**config.mk**
```make
export PLATFORM = sky130hd
export DESIGN_NAME = nora_top
export DESIGN_NICKNAME = d
export VERILOG_FILES = /design/src/hdl/nora_pkg.sv /design/src/hdl/nora_top.sv /design/src/hdl/icd_controller.sv /design/src/hdl/trace_fifo.sv /design/src/hdl/bus_tracer.sv /design/src/hdl/cpu_phaser.sv
export SDC_FILE = /design/constraint.sdc
export NUM_CORES = 1
export LEC_CHECK = 0
export ABC_CLOCK_PERIOD_IN_PS = 5100
export BUFFER_PORTS_ARGS = -buffer_cell sky130_fd_sc_hd__buf_4
export CAP_MARGIN = 20
export CORE_MARGIN = 2
export CORE_UTILIZATION = 35
export CTS_BUF_LIST = sky130_fd_sc_hd__clkbuf_16
export CTS_CLUSTER_DIAMETER = 60
export CTS_CLUSTER_SIZE = 28
export DETAILED_ROUTE_END_ITERATION = 10
export HOLD_SLACK_MARGIN = 0.08
export PLACE_DENSITY = 0.46
export SLEW_MARGIN = 20
export SYNTH_ARGS = -nofsm -noshare
export SYNTH_HDL_FRONTEND = slang
export SYNTH_SLANG_ARGS = --single-unit
export TNS_END_PERCENT = 20
```
**constraint.sdc**
```tcl
create_clock -name clk6x -period 5.1 [get_ports clk6x]
set_input_delay 0.51 -clock clk6x [delete_from_list [all_inputs] [get_ports clk6x]]
set_output_delay 0.51 -clock clk6x [all_outputs]
set_load 0.05 [all_outputs]
```
**src/hdl/nora_pkg.sv**
```systemverilog
// ~~~~~~~~~~~~~~~~~~~~~~~~~~~~~~~~~~~~~~~~~~~~~~~~~~~~~~~~~~~~~~~~~~~~~~
// Shared widths, CPU cycle phase enum and ICD host opcode enum
// ~~~~~~~~~~~~~~~~~~~~~~~~~~~~~~~~~~~~~~~~~~~~~~~~~~~~~~~~~~~~~~~~~~~~~~
package nora_pkg;

    // CPU bus widths
    localparam int ADDR_W      = 16;    // 65xx address bus
    localparam int DATA_W      = 8;     // Data bus, also one host byte

    // Trace record, MSB first on the host port
    //   [39:24] address, [23:16] data, [15:8] sequence, [7:0] status pins
    localparam int TRACE_W     = 40;
    localparam int TRACE_BYTES = 5;     // TRACE_W / DATA_W

    // Six clk6x ticks per CPU cycle
    typedef enum logic [2:0] {
        PH_0 = 3'd0,    // CPU clock low
        PH_1 = 3'd1,    // Address latch
        PH_2 = 3'd2,    // Chip-select setup
        PH_3 = 3'd3,    // CPU clock high from here
        PH_4 = 3'd4,    // Write release, data sampled
        PH_5 = 3'd5     // Cycle end
    } phase_e;

    // Host commands
    typedef enum logic [1:0] {
        CMD_RUN    = 2'd0,  // Set run request
        CMD_STOP   = 2'd1,  // Clear run request
        CMD_STATUS = 2'd2,  // One status byte
        CMD_READ   = 2'd3   // Pop one record as five bytes
    } icd_cmd_e;

endpackage
```
**src/hdl/nora_top.sv**
```systemverilog
// ~~~~~~~~~~~~~~~~~~~~~~~~~~~~~~~~~~~~~~~~~~~~~~~~~~~~~~~~~~~~~~~~~~~~~~
// CPU-bus top: phaser, bus tracer, trace FIFO and ICD controller
// ~~~~~~~~~~~~~~~~~~~~~~~~~~~~~~~~~~~~~~~~~~~~~~~~~~~~~~~~~~~~~~~~~~~~~~
`timescale 1ns/1ps

module nora_top #(
    parameter int FIFO_DEPTH = 8    // Trace records held before the CPU stalls
) (
    input  logic                         clk6x,
    input  logic                         rst_i,
    input  logic [nora_pkg::ADDR_W-1:0]  cpu_ab_i,
    input  logic [nora_pkg::DATA_W-1:0]  cpu_db_i,
    input  logic [nora_pkg::DATA_W-1:0]  cpu_status_i,
    input  logic                         cmd_valid_i,
    input  nora_pkg::icd_cmd_e           cmd_i,
    output logic                         cphi2_o,
    output logic                         stopped_o,
    output logic                         busy_o,
    output logic [nora_pkg::DATA_W-1:0]  rd_byte_o,
    output logic                         rd_valid_o
);

    logic                          run;
    logic                          latch_ad;
    logic                          setup_cs;
    logic                          release_wr;
    logic                          push;
    logic [nora_pkg::TRACE_W-1:0]  rec;
    logic [nora_pkg::TRACE_W-1:0]  rd_rec;
    logic                          empty;
    logic                          full;
    logic                          pop;

    cpu_phaser u_phaser (
        .clk6x        (clk6x),
        .rst_i        (rst_i),
        .run_i        (run),
        .stopped_o    (stopped_o),
        .cphi2_o      (cphi2_o),
        .latch_ad_o   (latch_ad),
        .setup_cs_o   (setup_cs),
        .release_wr_o (release_wr),
        .release_cs_o ()                // No memory bus here
    );

    bus_tracer u_tracer (
        .clk6x        (clk6x),
        .rst_i        (rst_i),
        .cpu_ab_i     (cpu_ab_i),
        .cpu_db_i     (cpu_db_i),
        .cpu_status_i (cpu_status_i),
        .latch_ad_i   (latch_ad),
        .setup_cs_i   (setup_cs),
        .release_wr_i (release_wr),
        .rec_o        (rec),
        .push_o       (push)
    );

    trace_fifo #(
        .DEPTH (FIFO_DEPTH)
    ) u_fifo (
        .clk6x    (clk6x),
        .rst_i    (rst_i),
        .push_i   (push),
        .wr_rec_i (rec),
        .pop_i    (pop),
        .rd_rec_o (rd_rec),
        .empty_o  (empty),
        .full_o   (full)
    );

    icd_controller u_icd (
        .clk6x       (clk6x),
        .rst_i       (rst_i),
        .cmd_valid_i (cmd_valid_i),
        .cmd_i       (cmd_i),
        .rd_rec_i    (rd_rec),
        .empty_i     (empty),
        .full_i      (full),
        .stopped_i   (stopped_o),
        .pop_o       (pop),
        .run_o       (run),
        .busy_o      (busy_o),
        .rd_byte_o   (rd_byte_o),
        .rd_valid_o  (rd_valid_o)
    );

endmodule

```
**src/hdl/icd_controller.sv**
```systemverilog
// ~~~~~~~~~~~~~~~~~~~~~~~~~~~~~~~~~~~~~~~~~~~~~~~~~~~~~~~~~~~~~~~~~~~~~~
// ICD controller: host command decode, CPU run request, record readout
// ~~~~~~~~~~~~~~~~~~~~~~~~~~~~~~~~~~~~~~~~~~~~~~~~~~~~~~~~~~~~~~~~~~~~~~
`timescale 1ns/1ps

module icd_controller
    import nora_pkg::*;
(
    input  logic               clk6x,
    input  logic               rst_i,
    input  logic               cmd_valid_i,    // One-clock command strobe
    input  icd_cmd_e           cmd_i,
    input  logic [TRACE_W-1:0] rd_rec_i,       // FIFO head
    input  logic               empty_i,
    input  logic               full_i,
    input  logic               stopped_i,
    output logic               pop_o,
    output logic               run_o,          // To phaser
    output logic               busy_o,
    output logic [DATA_W-1:0]  rd_byte_o,
    output logic               rd_valid_o
);

    localparam int SHIFT_W = TRACE_W - DATA_W;     // Bytes left after the first
    localparam int CNT_W   = $clog2(TRACE_BYTES);

    logic               run_req_q;      // Host run request
    logic               busy_q;
    logic               pop_q;
    logic               rd_valid_q;
    logic               stat_q;         // Current byte is a status reply
    logic [CNT_W-1:0]   cnt_q;          // Record bytes still to send
    logic [SHIFT_W-1:0] shift_q;
    logic [DATA_W-1:0]  rd_byte_q;
    logic               accept;
    logic               do_status;
    logic               do_read;
    logic               sending;
    logic [DATA_W-1:0]  status_byte;

    assign accept      = cmd_valid_i && !busy_q;       // Dropped while busy
    assign do_status   = accept && (cmd_i == CMD_STATUS);
    assign do_read     = accept && (cmd_i == CMD_READ) && !empty_i;  // Empty read is silent
    assign sending     = (cnt_q != '0);
    assign status_byte = {{(DATA_W - 3){1'b0}}, stopped_i, full_i, empty_i};

    // Run request, cleared at reset
    always_ff @(posedge clk6x)
    begin
        if (rst_i)
        begin
            run_req_q <= 1'b0;
        end
        else if (accept)
        begin
            case (cmd_i)
                CMD_RUN:  run_req_q <= 1'b1;
                CMD_STOP: run_req_q <= 1'b0;
                default:  run_req_q <= run_req_q;
            endcase
        end
    end

    // Full gates the CPU here and nowhere else
    assign run_o = run_req_q && !full_i;

    // Response sequencing
    always_ff @(posedge clk6x)
    begin
        if (rst_i)
        begin
            busy_q     <= 1'b0;
            pop_q      <= 1'b0;
            rd_valid_q <= 1'b0;
            stat_q     <= 1'b0;
            cnt_q      <= '0;
        end
        else
        begin
            pop_q      <= do_read;                          // Pop with the first byte
            stat_q     <= do_status;
            rd_valid_q <= do_status || do_read || sending;
            busy_q     <= do_read || sending;               // Covers all five bytes
            if (do_read)
            begin
                cnt_q <= CNT_W'(TRACE_BYTES - 1);
            end
            else if (sending)
            begin
                cnt_q <= cnt_q - 1'b1;
            end
        end
    end

    // Byte shifter, MSB first
    always_ff @(posedge clk6x)
    begin
        if (do_read)
        begin
            rd_byte_q <= rd_rec_i[TRACE_W-1 -: DATA_W];    // Address high
            shift_q   <= rd_rec_i[SHIFT_W-1:0];
        end
        else if (do_status)
        begin
            rd_byte_q <= status_byte;
        end
        else if (sending)
        begin
            rd_byte_q <= shift_q[SHIFT_W-1 -: DATA_W];
            shift_q   <= shift_q << DATA_W;
        end
    end

    assign pop_o      = pop_q;
    assign busy_o     = busy_q;
    assign rd_byte_o  = rd_byte_q;
    assign rd_valid_o = rd_valid_q;

    // Every output byte belongs to a record burst or a status reply
    a_valid_owner: assert property (@(posedge clk6x) disable iff (rst_i)
        rd_valid_o |-> (busy_o || stat_q));

    // Popped record leaves as one unbroken burst, then the port frees up
    a_read_burst: assert property (@(posedge clk6x) disable iff (rst_i)
        pop_o |-> rd_valid_o [*TRACE_BYTES] ##1 !busy_o);

endmodule

```
**src/hdl/trace_fifo.sv**
```systemverilog
// ~~~~~~~~~~~~~~~~~~~~~~~~~~~~~~~~~~~~~~~~~~~~~~~~~~~~~~~~~~~~~~~~~~~~~~
// Trace record FIFO with registered full and empty levels
// ~~~~~~~~~~~~~~~~~~~~~~~~~~~~~~~~~~~~~~~~~~~~~~~~~~~~~~~~~~~~~~~~~~~~~~
`timescale 1ns/1ps

module trace_fifo
    import nora_pkg::*;
#(
    parameter int DEPTH = 8         // Power of two, 2 or more
) (
    input  logic               clk6x,
    input  logic               rst_i,
    input  logic               push_i,
    input  logic [TRACE_W-1:0] wr_rec_i,
    input  logic               pop_i,
    output logic [TRACE_W-1:0] rd_rec_o,   // Head record
    output logic               empty_o,
    output logic               full_o
);

    localparam int PTR_W = $clog2(DEPTH);

    logic [TRACE_W-1:0] mem_q [DEPTH];
    logic [PTR_W-1:0]   wr_ptr_q;
    logic [PTR_W-1:0]   rd_ptr_q;
    logic [PTR_W:0]     count_q;       // One extra bit for DEPTH itself
    logic [PTR_W:0]     count_d;
    logic               empty_q;
    logic               full_q;

    if ((DEPTH < 2) || ((DEPTH & (DEPTH - 1)) != 0))
    begin : g_bad_depth
        $error("trace_fifo DEPTH must be a power of two, 2 or more");
    end

    always_comb
    begin
        count_d = count_q;
        if (push_i && !pop_i)
        begin
            count_d = count_q + 1'b1;
        end
        else if (pop_i && !push_i)
        begin
            count_d = count_q - 1'b1;
        end
    end

    // Storage
    always_ff @(posedge clk6x)
    begin
        if (push_i)
        begin
            mem_q[wr_ptr_q] <= wr_rec_i;
        end
    end

    // Pointers wrap naturally
    always_ff @(posedge clk6x)
    begin
        if (rst_i)
        begin
            wr_ptr_q <= '0;
            rd_ptr_q <= '0;
            count_q  <= '0;
            empty_q  <= 1'b1;
            full_q   <= 1'b0;
        end
        else
        begin
            if (push_i)
            begin
                wr_ptr_q <= wr_ptr_q + PTR_W'(1);
            end
            if (pop_i)
            begin
                rd_ptr_q <= rd_ptr_q + PTR_W'(1);
            end
            count_q <= count_d;
            empty_q <= (count_d == '0);
            full_q  <= (count_d == (PTR_W + 1)'(DEPTH));
        end
    end

    assign rd_rec_o = mem_q[rd_ptr_q];
    assign empty_o  = empty_q;
    assign full_o   = full_q;

    // Back-pressure must stop the CPU before another record arrives
    a_no_push_full: assert property (@(posedge clk6x) disable iff (rst_i)
        push_i |-> !full_o);

    a_no_pop_empty: assert property (@(posedge clk6x) disable iff (rst_i)
        pop_i |-> !empty_o);

endmodule

```
**src/hdl/bus_tracer.sv**
```systemverilog
// ~~~~~~~~~~~~~~~~~~~~~~~~~~~~~~~~~~~~~~~~~~~~~~~~~~~~~~~~~~~~~~~~~~~~~~
// CPU bus tracer: one 40-bit record per bus cycle
// ~~~~~~~~~~~~~~~~~~~~~~~~~~~~~~~~~~~~~~~~~~~~~~~~~~~~~~~~~~~~~~~~~~~~~~
`timescale 1ns/1ps

module bus_tracer
    import nora_pkg::*;
(
    input  logic               clk6x,
    input  logic               rst_i,
    input  logic [ADDR_W-1:0]  cpu_ab_i,
    input  logic [DATA_W-1:0]  cpu_db_i,
    input  logic [DATA_W-1:0]  cpu_status_i,   // Status pins, one byte
    input  logic               latch_ad_i,
    input  logic               setup_cs_i,
    input  logic               release_wr_i,
    output logic [TRACE_W-1:0] rec_o,
    output logic               push_o
);

    logic [ADDR_W-1:0] ab_q;        // Address at latch_ad
    logic [DATA_W-1:0] status_q;    // Status pins at latch_ad
    logic [DATA_W-1:0] db_q;        // Data at release_wr
    logic [DATA_W-1:0] seq_q;       // Record sequence, wraps at 256
    logic              push_q;
    logic              win_q;       // Capture window, setup_cs to release_wr

    // Bus payload
    always_ff @(posedge clk6x)
    begin
        if (latch_ad_i)
        begin
            ab_q     <= cpu_ab_i;
            status_q <= cpu_status_i;
        end
        if (release_wr_i)
        begin
            db_q <= cpu_db_i;       // Data valid late in the cycle
        end
    end

    // Push, sequence and window control
    always_ff @(posedge clk6x)
    begin
        if (rst_i)
        begin
            push_q <= 1'b0;
            seq_q  <= '0;
            win_q  <= 1'b0;
        end
        else
        begin
            push_q <= release_wr_i;             // One clock after data capture
            if (push_q)
            begin
                seq_q <= seq_q + 1'b1;          // Next record number
            end
            if (setup_cs_i)
            begin
                win_q <= 1'b1;
            end
            else if (release_wr_i)
            begin
                win_q <= 1'b0;
            end
        end
    end

    assign rec_o  = {ab_q, db_q, seq_q, status_q};
    assign push_o = push_q;

    // Data sampled only inside an opened access
    a_wr_in_window: assert property (@(posedge clk6x) disable iff (rst_i)
        release_wr_i |-> win_q);

endmodule

```
**src/hdl/cpu_phaser.sv**
```systemverilog
// ~~~~~~~~~~~~~~~~~~~~~~~~~~~~~~~~~~~~~~~~~~~~~~~~~~~~~~~~~~~~~~~~~~~~~~
// CPU cycle phaser: phase counter, CPU clock and bus phase strobes
// ~~~~~~~~~~~~~~~~~~~~~~~~~~~~~~~~~~~~~~~~~~~~~~~~~~~~~~~~~~~~~~~~~~~~~~
`timescale 1ns/1ps

module cpu_phaser
    import nora_pkg::*;
(
    input  logic clk6x,
    input  logic rst_i,
    input  logic run_i,          // Run level from ICD
    output logic stopped_o,      // No CPU cycle in progress
    output logic cphi2_o,        // CPU clock
    output logic latch_ad_o,     // PH_1
    output logic setup_cs_o,     // PH_2
    output logic release_wr_o,   // PH_4
    output logic release_cs_o    // PH_5
);

    phase_e phase_q;
    phase_e phase_d;
    logic   stopped_q;
    logic   stopped_d;
    logic   running_d;

    // Run level is sampled as a cycle opens in PH_0, so a record pushed
    // in PH_5 is already reflected in the FIFO full level at that point
    always_comb
    begin
        phase_d   = phase_q;
        stopped_d = stopped_q;
        if (stopped_q)
        begin
            stopped_d = !run_i;                 // Parked in PH_0, restart there
        end
        else if ((phase_q == PH_0) && !run_i)
        begin
            stopped_d = 1'b1;                   // Park before any strobe
        end
        else
        begin
            case (phase_q)
                PH_0:    phase_d = PH_1;
                PH_1:    phase_d = PH_2;
                PH_2:    phase_d = PH_3;
                PH_3:    phase_d = PH_4;
                PH_4:    phase_d = PH_5;
                default: phase_d = PH_0;        // PH_5 wraps
            endcase
        end
    end

    assign running_d = !stopped_d;

    // Outputs decoded from next phase, so they line up with phase_q
    always_ff @(posedge clk6x)
    begin
        if (rst_i)
        begin
            phase_q      <= PH_0;
            stopped_q    <= 1'b1;
            cphi2_o      <= 1'b0;
            latch_ad_o   <= 1'b0;
            setup_cs_o   <= 1'b0;
            release_wr_o <= 1'b0;
            release_cs_o <= 1'b0;
        end
        else
        begin
            phase_q      <= phase_d;
            stopped_q    <= stopped_d;
            cphi2_o      <= running_d && (phase_d inside {PH_3, PH_4, PH_5});
            latch_ad_o   <= running_d && (phase_d == PH_1);
            setup_cs_o   <= running_d && (phase_d == PH_2);
            release_wr_o <= running_d && (phase_d == PH_4);
            release_cs_o <= running_d && (phase_d == PH_5);
        end
    end

    assign stopped_o = stopped_q;

    // CPU held quiet while parked
    a_quiet_when_stopped: assert property (@(posedge clk6x) disable iff (rst_i)
        stopped_o |-> !(cphi2_o || latch_ad_o || setup_cs_o || release_wr_o || release_cs_o));

endmodule

```
==> flow_summary.json, run 1 <==
{
  "status": "complete, no violations",
  "synthMuxAreaShare_pct": 13.8,
  "synth-xor-area-share_pct": 0.752,
  "antenna_found_initial": 0,
  "cts_num_sinks": 430,
  "routedWlPerCell_um": 22.3,
  "fin_skew_ns": 0.0299,
  "synth_fa_ha_area_share_pct": 0.614,
  "drv_cap": 0,
  "arrival_ns": 2.96,
  "cts_tree": "built",
  "cpMaxStageDelayCell": "dfxtp_4",
  "power.leakage_nw": 5.85,
  "crit_type": "register to register",
  "cp.depth": 4,
  "fin_ws_ns": 2.49,
  "grt_pass1_vias": 7680,
  "post-cts-setup-buffers": 0,
  "antenna_left": 0,
  "yosys.area.top_type": "edfxtp_1",
  "firstDrtPassIters": 5,
  "synth_fp_nets": 850,
  "core_region_area_um2": 46300,
  "slew_headroom_pct": 32.0,
  "cts_buffer_depth": 3,
  "report.final.hold_viol_count": 0,
  "synth_common_cells": "392 x edfxtp_1, 71 x mux4_2, 41 x mux2i_1, 41 x nor2_1, 38 x dfxtp_1",
  "insertion_delay_ns": 0.61,
  "register_area_um2": 12500,
  "synth_top_family_by_area": "multiplexers",
  "cp.required_ns": 5.45,
  "multi_input_area_um2": 3490,
  "start_util_pct": 35.2,
  "setup_tns_ns": 0,
  "synth-edff-count": 392,
  "seq_area_frac_synth_pct": 76.9,
  "reg2reg_depth": 4,
  "peakVddDrop_mv": 0.264,
  "tightestPinTransition_ns": 1.02,
  "netlist_instances": 805,
  "startpoint_type": "register",
  "die-area_um2": 48300,
  "clkTransAtPathRegs_ns": 0.08,
  "power.density_nw_per_um2": 382,
  "async_flop_share_pct": 0,
  "synth_area_leaders": "edfxtp_1 72%, mux4_2 9.8%, dfxtp_1 4.7%, mux2i_1 2.5%, mux4_1 1.5%",
  "holdPathStages": 2,
  "setup_viol": 0,
  "grt_start_max_net_pins": 61,
  "rsz0062_at_grt": "false",
  "cp_num_buf_inv": 1,
  "drc": 0,
  "synth_top_area_share_pct": 72.2,
  "root_buffer": "clkbuf_16",
  "holdWs_ns": 0.145,
  "pin_count": 49,
  "fmax_mhz": 384,
  "hold_buffers": 32,
  "crit_fanout": 42,
  "gp_congestion": 0.674,
  "dp_hpwl_mm": 18.8,
  "grt_util_all_layers_pct": 14.4,
  "drive_gt1_share_pct": 23.0,
  "antennaDiodeCount": 0,
  "grt_pass1_wl_mm": 50.7,
  "final_cells": 1525,
  "final_nets": 938,
  "synth_compound_area_share_pct": 2.27,
  "crit_path_end_kind": "register",
  "crit_family": "flip-flops",
  "synth_ff_type": "edfxtp_1",
  "wirelength_mm": 34.0,
  "ys_ff_latch": 430,
  "dieWidth_um": 220,
  "max_stage_delay_ns": 0.88,
  "final.period_utilization_pct": 51.1,
  "crit_chain": "buf_12 -> mux4_2 -> mux2i_1 -> o21ai_0",
  "slew_violations": 0,
  "hold_path.class": "input pin to register",
  "ys_types": 50,
  "netlist_area_um2": 16300,
  "area_growth_pct": 14.9,
  "dp.cells": 1435,
  "cts_max_level": 1,
  "vias": 7431,
  "row_count": 79,
  "synth_area_per_cell_um2": 20.3,
  "portBuffers": 48,
  "ctsResizeCount": 0,
  "vias_per_cell": 4.87,
  "ys.warnings.count": 0,
  "fp.dieH_um": 220,
  "yosysMostFrequentCell": "edfxtp_1",
  "drt_iter0_drc": 441,
  "synthSimpleGateAreaFrac_pct": 3.56,
  "finalPower_mw": 7.15,
  "fillCellCount": 4173,
  "cts_made_buffers": 31,
  "overflow": 0,
  "post-place-ws_ns": 2.39,
  "min_period_ns": 2.61
}
-- layout by cell type (no fill, tap or decap), types with 4 or more instances in the layout --
| cell type | n |
|---|---|
| nor2_1 | 34 |
| dfxtp_1 | 35 |
| xnor2_1 | 5 |
| ha_1 | 8 |
| a21oi_1 | 13 |
| buf_4 | 63 |
| nand2b_1 | 6 |
| xor2_1 | 9 |
| nor3_1 | 6 |
| nand2_1 | 36 |
| clkinv_8 | 6 |
| edfxtp_1 | 392 |
| inv_8 | 5 |
| mux4_1 | 9 |
| clkinv_4 | 4 |
| nor2_4 | 7 |
| and3_1 | 6 |
| clkbuf_16 | 31 |
| a221o_1 | 5 |
| inv_1 | 7 |
| dlygate4sd3_1 | 32 |
| mux4_2 | 71 |
| o21ai_1 | 7 |
| o21ai_0 | 26 |
| clkinvlp_4 | 4 |
| mux2i_1 | 41 |
-- kinds of logic after synthesis --
| logic type | Yosys count |
|---|---|
| muxes | 122 |
| and+or+nand+nor | 120 |
| DFF | 430 |
| AOI/OAI and AO/OA | 62 |
| xor gates and xnor gates | 14 |
| adders and majority gates | 8 |
| buffers and inverters | 49 |
-- metal layers --
layer	track usage, %	routed length (µm)
met1	20.4	15700
met5	0	0
met3	1.96	1150
met2	23.4	16500
met4	3.53	614
-- power by group --
group          switching, mW  total, mW  internal [mW]
registers             0.0951       4.10           4.01
logic                  0.340      0.493          0.153
clock network           1.36       2.55           1.19
total                   1.79       7.15           5.35
-- flip-flops by register name, summed over array words and instances (netlist names), named ones only --
register               flops
u_fifo.count_q             4
u_fifo.empty_o             1
u_fifo.full_o              1
u_fifo.mem_q             320
u_fifo.rd_ptr_q            3
u_fifo.wr_ptr_q            3
u_icd.busy_o               1
u_icd.cnt_q                3
u_icd.pop_o                1
u_icd.rd_byte_o            8
u_icd.rd_valid_o           1
u_icd.run_req_q            1
u_icd.shift_q             32
u_phaser.cphi2_o           1
u_phaser.latch_ad_o        1
u_phaser.phase_q           3
u_phaser.release_wr_o      1
u_phaser.stopped_o         1
u_tracer.ab_q             16
u_tracer.db_q              8
u_tracer.push_o            1
u_tracer.seq_q             8
u_tracer.status_q          8
-- worst paths after layout --
kind	slack (ns)	start	endpoint
hold reg to reg	0.51	u_icd.run_req_q	u_icd.run_req_q
setup reg to reg	2.49	register	u_icd.shift_q[21]
setup / recovery	2.49	register	u_icd.shift_q[21]
hold / removal	0.14	cmd_i[0]	u_icd.run_req_q
-- cell type report --
type	instances	area share [%]
Multi-Input combinational cell	326	18.7
Clock buffer	31	4.14
Inverter	6	0.120
Sequential cell	430	67.0
Tap cell	607	4.06
Clock inverter	27	1.49
Timing Repair Buffer	98	4.56
-- per-stage QoR --
stage / utilization, % / instance area (µm²)
final: 40.5 / 18700
after global routing: 40.5 / 18700
after CTS: 40.5 / 18700
after detailed placement: 37.5 / 17300
after global placement: 37.5 / 17300
after floorplan: - / 16300
(Power assumes the default switching activity.)
==> run 2, diff against run 1 <==
--- a/config.mk
+++ b/config.mk
@@ -5,7 +5,7 @@
 export SDC_FILE = /design/constraint.sdc
 export NUM_CORES = 1
 export LEC_CHECK = 0
-export ABC_CLOCK_PERIOD_IN_PS = 5100
+export ABC_CLOCK_PERIOD_IN_PS = 2300
 export BUFFER_PORTS_ARGS = -buffer_cell sky130_fd_sc_hd__buf_4
 export CAP_MARGIN = 20
 export CORE_MARGIN = 2
@@ -15,7 +15,7 @@
 export CTS_CLUSTER_SIZE = 28
 export DETAILED_ROUTE_END_ITERATION = 10
 export HOLD_SLACK_MARGIN = 0.08
-export PLACE_DENSITY = 0.46
+export PLACE_DENSITY = 0.48
 export SLEW_MARGIN = 20
 export SYNTH_ARGS = -nofsm -noshare
 export SYNTH_HDL_FRONTEND = slang
==> constraint.sdc (replaced) <==
create_clock -name clk6x -period 2.3 [get_ports clk6x]
set_input_delay 0.23 -clock clk6x [delete_from_list [all_inputs] [get_ports clk6x]]
set_output_delay 0.23 -clock clk6x [all_outputs]
set_load 0.05 [all_outputs]
==> run 2 against run 1 <==
Sequential cell count unchanged. Sequential power up 120%. Combinational power grew 130%. Register-to-register slack got worse by 2.2 ns. Non-clock buffer count is 11 higher. Global-route usage grew 0.19 points. Routed wire length is 0.49% higher. Via count up 0.58%. Critical path type unchanged. Largest cell class unchanged.
==> flow_summary.json, run 2 (same netlist as run 1, synthesis figures left out) <==
{
  "power.leakage_nw": 6.00,
  "vias_per_cell": 4.85,
  "setup_viol": 0,
  "cts_num_sinks": 430,
  "fp.dieH_um": 220,
  "largest_reg_flops": 320,
  "report.final.hold_viol_count": 0,
  "cp.depth": 5,
  "ctsResizeCount": 0,
  "drv_cap": 0,
  "crit_path_end_kind": "register",
  "antennaDiodeCount": 0,
  "fmax_mhz": 505,
  "dieWidth_um": 220,
  "slew_headroom_pct": 55.6,
  "grt_pass1_wl_mm": 50.7,
  "cpMaxStageDelayCell": "or3b_2",
  "final.period_utilization_pct": 86.0,
  "max_stage_delay_ns": 0.54,
  "dp_hpwl_mm": 17.9,
  "crit_type": "register to register",
  "pin_count": 49,
  "drc": 0,
  "firstDrtPassIters": 5,
  "final_nets": 953,
  "area_growth_pct": 17.3,
  "holdPathStages": 2,
  "grt_start_max_net_pins": 64,
  "fin_skew_ns": 0.0266,
  "routedWlPerCell_um": 22.1,
  "portBuffers": 48,
  "row_count": 79,
  "holdWs_ns": 0.103,
  "post-cts-setup-buffers": 0,
  "regMostFlops": "u_fifo.mem_q",
  "drive_gt1_share_pct": 23.3,
  "antenna_left": 0,
  "dp.cells": 1444,
  "hold_buffers": 34,
  "status": "complete, no violations",
  "startpoint_type": "register",
  "min_period_ns": 1.98,
  "wirelength_mm": 34.1,
  "drt_iter0_drc": 481,
  "crit_fanout": 63,
  "cts_max_level": 2,
  "post-place-ws_ns": 0.289,
  "grt_util_all_layers_pct": 14.6,
  "crit_family": "simple AND/OR/NAND/NOR gates",
  "insertion_delay_ns": 0.56,
  "slew_violations": 0,
  "tightestPinTransition_ns": 0.665,
  "grt_pass1_vias": 7705,
  "layout_common_cells": "392 x edfxtp_1, 71 x mux4_2, 58 x buf_4",
  "rsz0062_at_grt": "false",
  "cts_made_buffers": 35,
  "clkTransAtPathRegs_ns": 0.07,
  "hold_path.class": "input pin to register",
  "final_common_cell": "edfxtp_1",
  "vias": 7474,
  "final_util_pct": 41.3,
  "overflow": 0,
  "crit_chain": "nand3b_1 -> or3b_2 -> buf_12 -> nor2_2 -> a221o_1",
  "cp.required_ns": 2.72,
  "arrival_ns": 2.40,
  "gp_congestion": 0.673,
  "cts_tree": "built",
  "power.density_nw_per_um2": 860,
  "root_buffer": "clkbuf_16",
  "peakVddDrop_mv": 0.391,
  "die-area_um2": 48300,
  "final_cells": 1541,
  "antenna_found_initial": 0,
  "finalPower_mw": 16.4,
  "reg.largest.list": "u_fifo.mem_q: 320 flops, u_icd.shift_q: 32 flops, u_tracer.ab_q: 16 flops",
  "reg2reg_depth": 5,
  "fin_ws_ns": 0.321,
  "cp_num_buf_inv": 1,
  "cts_buffer_depth": 3,
  "core_region_area_um2": 46300,
  "start_util_pct": 35.2
}
-- run 2: cell types whose count changed in the layout (fill, tap and decap cells not counted), moves of 2 or more --
cell and delta:
nor3_4 +2, bufinv_16 +2, clkinv_1 +5, clkinv_8 -5, inv_1 +3, buf_12 +14
dlygate4sd3_1 +2, nor3_2 -2, clkbuf_16 +6, inv_8 -3, inv_6 -2, buf_4 -5
-- run 2: through the flow --
step | instance area [µm²] | TNS (ns)
global route | 19100 | 0
floorplan | 16300 | -55.33
global placement | 17600 | 0
finish | 19100 | 0
CTS | 19100 | 0
detailed placement | 17600 | 0
-- run 2: layout make-up --
class / instances / area [µm²]
Clock inverter: 26 / 244
Sequential cell: 430 / 12500
Clock buffer: 37 / 926
Timing Repair Buffer: 109 / 1120
Tap cell: 607 / 759
Fill cell: 4103 / 27100
Multi-Input combinational cell: 326 / 3510
Inverter: 6 / 22.5
-- run 2: path summary, 6_finish.rpt --
path	from	slack (ns)	to
worst max-delay path	u_icd.busy_o	0.32	u_icd.rd_byte_o[6]
worst min-delay path	rst_i	0.10	u_phaser.cphi2_o
worst max register to register	u_icd.busy_o	0.32	u_icd.rd_byte_o[6]
worst min register to register	u_icd.cnt_q[1]	0.53	u_icd.cnt_q[1]
-- run 2: routing by layer --
layer	GRT usage, %	up-vias	part of all wire, %
li1	-	3435	-
met1	19.9	3873	46
met2	24.1	121	49
met3	2.21	45	3.5
met4	4.50	0	2.2
met5	0	-	0
-- run 2: report_power, final --
part	internal (mW)	switching, mW
clock	3.24	2.91
sequential	8.89	0.244
combinational	0.383	0.769
==> run 3, diff against run 2 <==
--- a/config.mk
+++ b/config.mk
@@ -5,6 +5,7 @@
 export SDC_FILE = /design/constraint.sdc
 export NUM_CORES = 1
 export LEC_CHECK = 0
+export ABC_AREA = 1
 export ABC_CLOCK_PERIOD_IN_PS = 2300
 export BUFFER_PORTS_ARGS = -buffer_cell sky130_fd_sc_hd__buf_4
 export CAP_MARGIN = 20
==> run 3 against run 2 <==
Cell count rose by 35%. Largest power group unchanged. Utilization is 0.20 points lower. Sequential power rose by 1%. Clock power is essentially flat. Sequential share of layout area shrank 1.3 points. Critical endpoint is now u_icd.run_req_q. Maximum frequency rose by 5.2%. Critical path depth rose by 2. Setup slack gained 0.098 ns. Largest cell class unchanged. Routed wire length up 18%. Worst hold slack improved by 0.27 ns. Via count grew 36%. Register-to-register slack improved by 0.11 ns. Highest routed layer unchanged.
==> flow_summary.json, run 3 <==
{
  "status": "complete, no violations",
  "grt_pass1_vias": 10056,
  "crit_type": "input pin to register",
  "firstDrtPassIters": 5,
  "met1Wirelength_mm": 18.3,
  "routedWlPerCell_um": 19.4,
  "cp_num_buf_inv": 5,
  "grt_pass1_wl_mm": 61.4,
  "root_buffer": "clkbuf_16",
  "cts_max_level": 2,
  "netlist_instances": 1355,
  "wirelength_mm": 40.2,
  "async_flop_share_pct": 0,
  "area_growth_pct": 16.5,
  "slew_violations": 0,
  "portBuffers": 48,
  "reg.largest.list": "u_fifo.mem_q: 320 flops, u_icd.shift_q: 32 flops, u_tracer.ab_q: 16 flops",
  "cpMaxStageDelayCell": "dlygate4sd3_1",
  "drt_iter0_drc": 868,
  "startpoint_type": "input pin",
  "drive_gt1_share_pct": 10.6,
  "wl_met3_mm": 1.53,
  "grt_util_all_layers_pct": 16.4,
  "synth_area_leaders": "edfxtp_1 70%, nor2_1 7.1%, dfxtp_1 4.5%, o21ai_0 4.2%, nand3_1 3.4%",
  "cp.required_ns": 2.80,
  "dieWidth_um": 223,
  "min_period_ns": 1.88,
  "synth_area_per_cell_um2": 12.4,
  "synth_ff_type": "edfxtp_1",
  "overflow": 0,
  "insertion_delay_ns": 0.57,
  "layout_common_cells": "392 x edfxtp_1, 307 x nor2_1, 140 x nand2_1",
  "ctsResizeCount": 0,
  "clkTransAtPathRegs_ns": 0.08,
  "final_common_cell": "edfxtp_1",
  "ys_ff_latch": 430,
  "drc": 0,
  "setup_tns_ns": 0,
  "fmax_mhz": 532,
  "ys_types": 27,
  "largest_reg_flops": 320,
  "wl_met2_mm": 19.6,
  "vias_per_cell": 4.88,
  "antennaDiodeCount": 0,
  "fin_skew_ns": 0.0214,
  "finalPower_mw": 17.0,
  "final_nets": 1482,
  "crit_family": "buffers and inverters",
  "seq_area_frac_synth_pct": 74.8,
  "setup_viol": 0,
  "crit_fanout": 16,
  "fp.dieH_um": 223,
  "crit_path_end_kind": "register",
  "final_cells": 2077,
  "post-cts-setup-buffers": 0,
  "power.density_nw_per_um2": 871,
  "pin_count": 49,
  "cts_tree": "built",
  "start_util_pct": 35.3,
  "hold_buffers": 35,
  "core_region_area_um2": 47400,
  "dp_hpwl_mm": 21.3,
  "tightestPinTransition_ns": 0.824,
  "power.leakage_nw": 6.79,
  "gp_congestion": 0.754,
  "vias": 10139,
  "netlist_area_um2": 16700,
  "antenna_left": 0,
  "peakVddDrop_mv": 0.405,
  "regMostFlops": "u_fifo.mem_q",
  "cts_num_sinks": 430,
  "rsz0062_at_grt": "false",
  "antenna_found_initial": 0,
  "arrival_ns": 2.38,
  "crit_chain": "dlygate4sd3_1 -> buf_4 -> inv_1 -> buf_4 -> o21ai_0 -> a21oi_1 -> dlygate4sd3_1",
  "highest_layer": "met4",
  "yosys.area.top_type": "edfxtp_1",
  "dp.cells": 1979,
  "holdWs_ns": 0.378,
  "cts_made_buffers": 36,
  "row_count": 80,
  "hold_path.class": "input pin to register",
  "max_stage_delay_ns": 0.56,
  "ys.warnings.count": 0,
  "final.period_utilization_pct": 81.7,
  "drv_cap": 0,
  "cts_buffer_depth": 3,
  "yosysMostFrequentCell": "edfxtp_1",
  "grt_start_max_net_pins": 143,
  "die-area_um2": 49600,
  "synth_fp_nets": 1400,
  "synth_common_cells": "392 x edfxtp_1, 316 x nor2_1, 140 x nand2_1",
  "slew_headroom_pct": 45.0,
  "synth-edff-count": 392,
  "report.final.hold_viol_count": 0,
  "synth_top_area_share_pct": 70.3
}
-- run 3: cell types whose count changed in the layout (fill, tap and decap cells not counted), sizes merged, moves of 5 or more --
cell	delta
a221o	-5
and3	-6
inv	+61
mux2i	-41
mux4	-80
nand2	+104
nand2b	-6
nand3	+114
nor2	+275
nor3	-5
o211ai	+33
o21ai	+116
o22ai	+7
xor2	-8
-- run 3: layer usage --
metal	global-route usage (%)	vias to the layer above
met3	2.87	49
met5	0	-
met4	4.48	0
li1	-	4918
met1	21.5	5008
met2	28.2	164
-- run 3: worst register-to-register path, stage by stage (launching register included) --
cell      delay [ns]
dfxtp_4         0.40
clkinv_2        0.27
buf_12          0.29
buf_12          0.18
o21ai_0         0.18
nand3_1         0.11
nand3_1         0.11
nand2_1         0.07
-- run 3: kinds of logic (layout without fill, tap and decap cells) --
group	after synthesis	in the layout	share of synthesized area (%)
xor+xnor	2	2	0.105
compound gates	204	204	6.67
buf+inv	134	241	3.88
flops	430	430	74.8
fa+ha+maj	8	8	0.598
simple gates	577	577	13.9
-- run 3: worst paths after layout --
| kind | from | endpoint | slack [ns] | cells after the start |
|---|---|---|---|---|
| setup / recovery | rst_i | u_icd.run_req_q | 0.42 | 7 |
| hold reg to reg | u_fifo.wr_ptr_q[0] | u_fifo.wr_ptr_q[0] | 0.50 | 2 |
| setup reg to reg | register | u_icd.rd_byte_o[2] | 0.43 | 7 |
| hold / removal | cpu_status_i[6] | u_tracer.status_q[6] | 0.38 | 2 |
-- run 3: report_power, final --
group          leakage, nW  switching [mW]  total, mW  internal (mW)
combinational         2.36            1.07       1.57          0.506
sequential            3.85           0.266       9.26           8.99
clock                0.572            3.01       6.17           3.16
-- run 3: layout make-up --
type                    instances  area, µm²
repair buffers                114       1170
inverters                      64        241
fillers                      4487      27900
clock inverters                26        238
well taps                     615        769
multi-input cells             791       3630
flip-flops and latches        430      12500
clock buffers                  37        926
-- run 3: stage by stage --
| step | utilization (%) | worst slack, ns | instance area (µm²) |
|---|---|---|---|
| after floorplan | - | -0.537 | 16800 |
| after global placement | 37.9 | 0.422 | 18000 |
| after detailed placement | 37.9 | 0.406 | 18000 |
| after CTS | 41.1 | 0.397 | 19500 |
| after global routing | 41.1 | 0.292 | 19500 |
| final | 41.1 | 0.420 | 19500 |
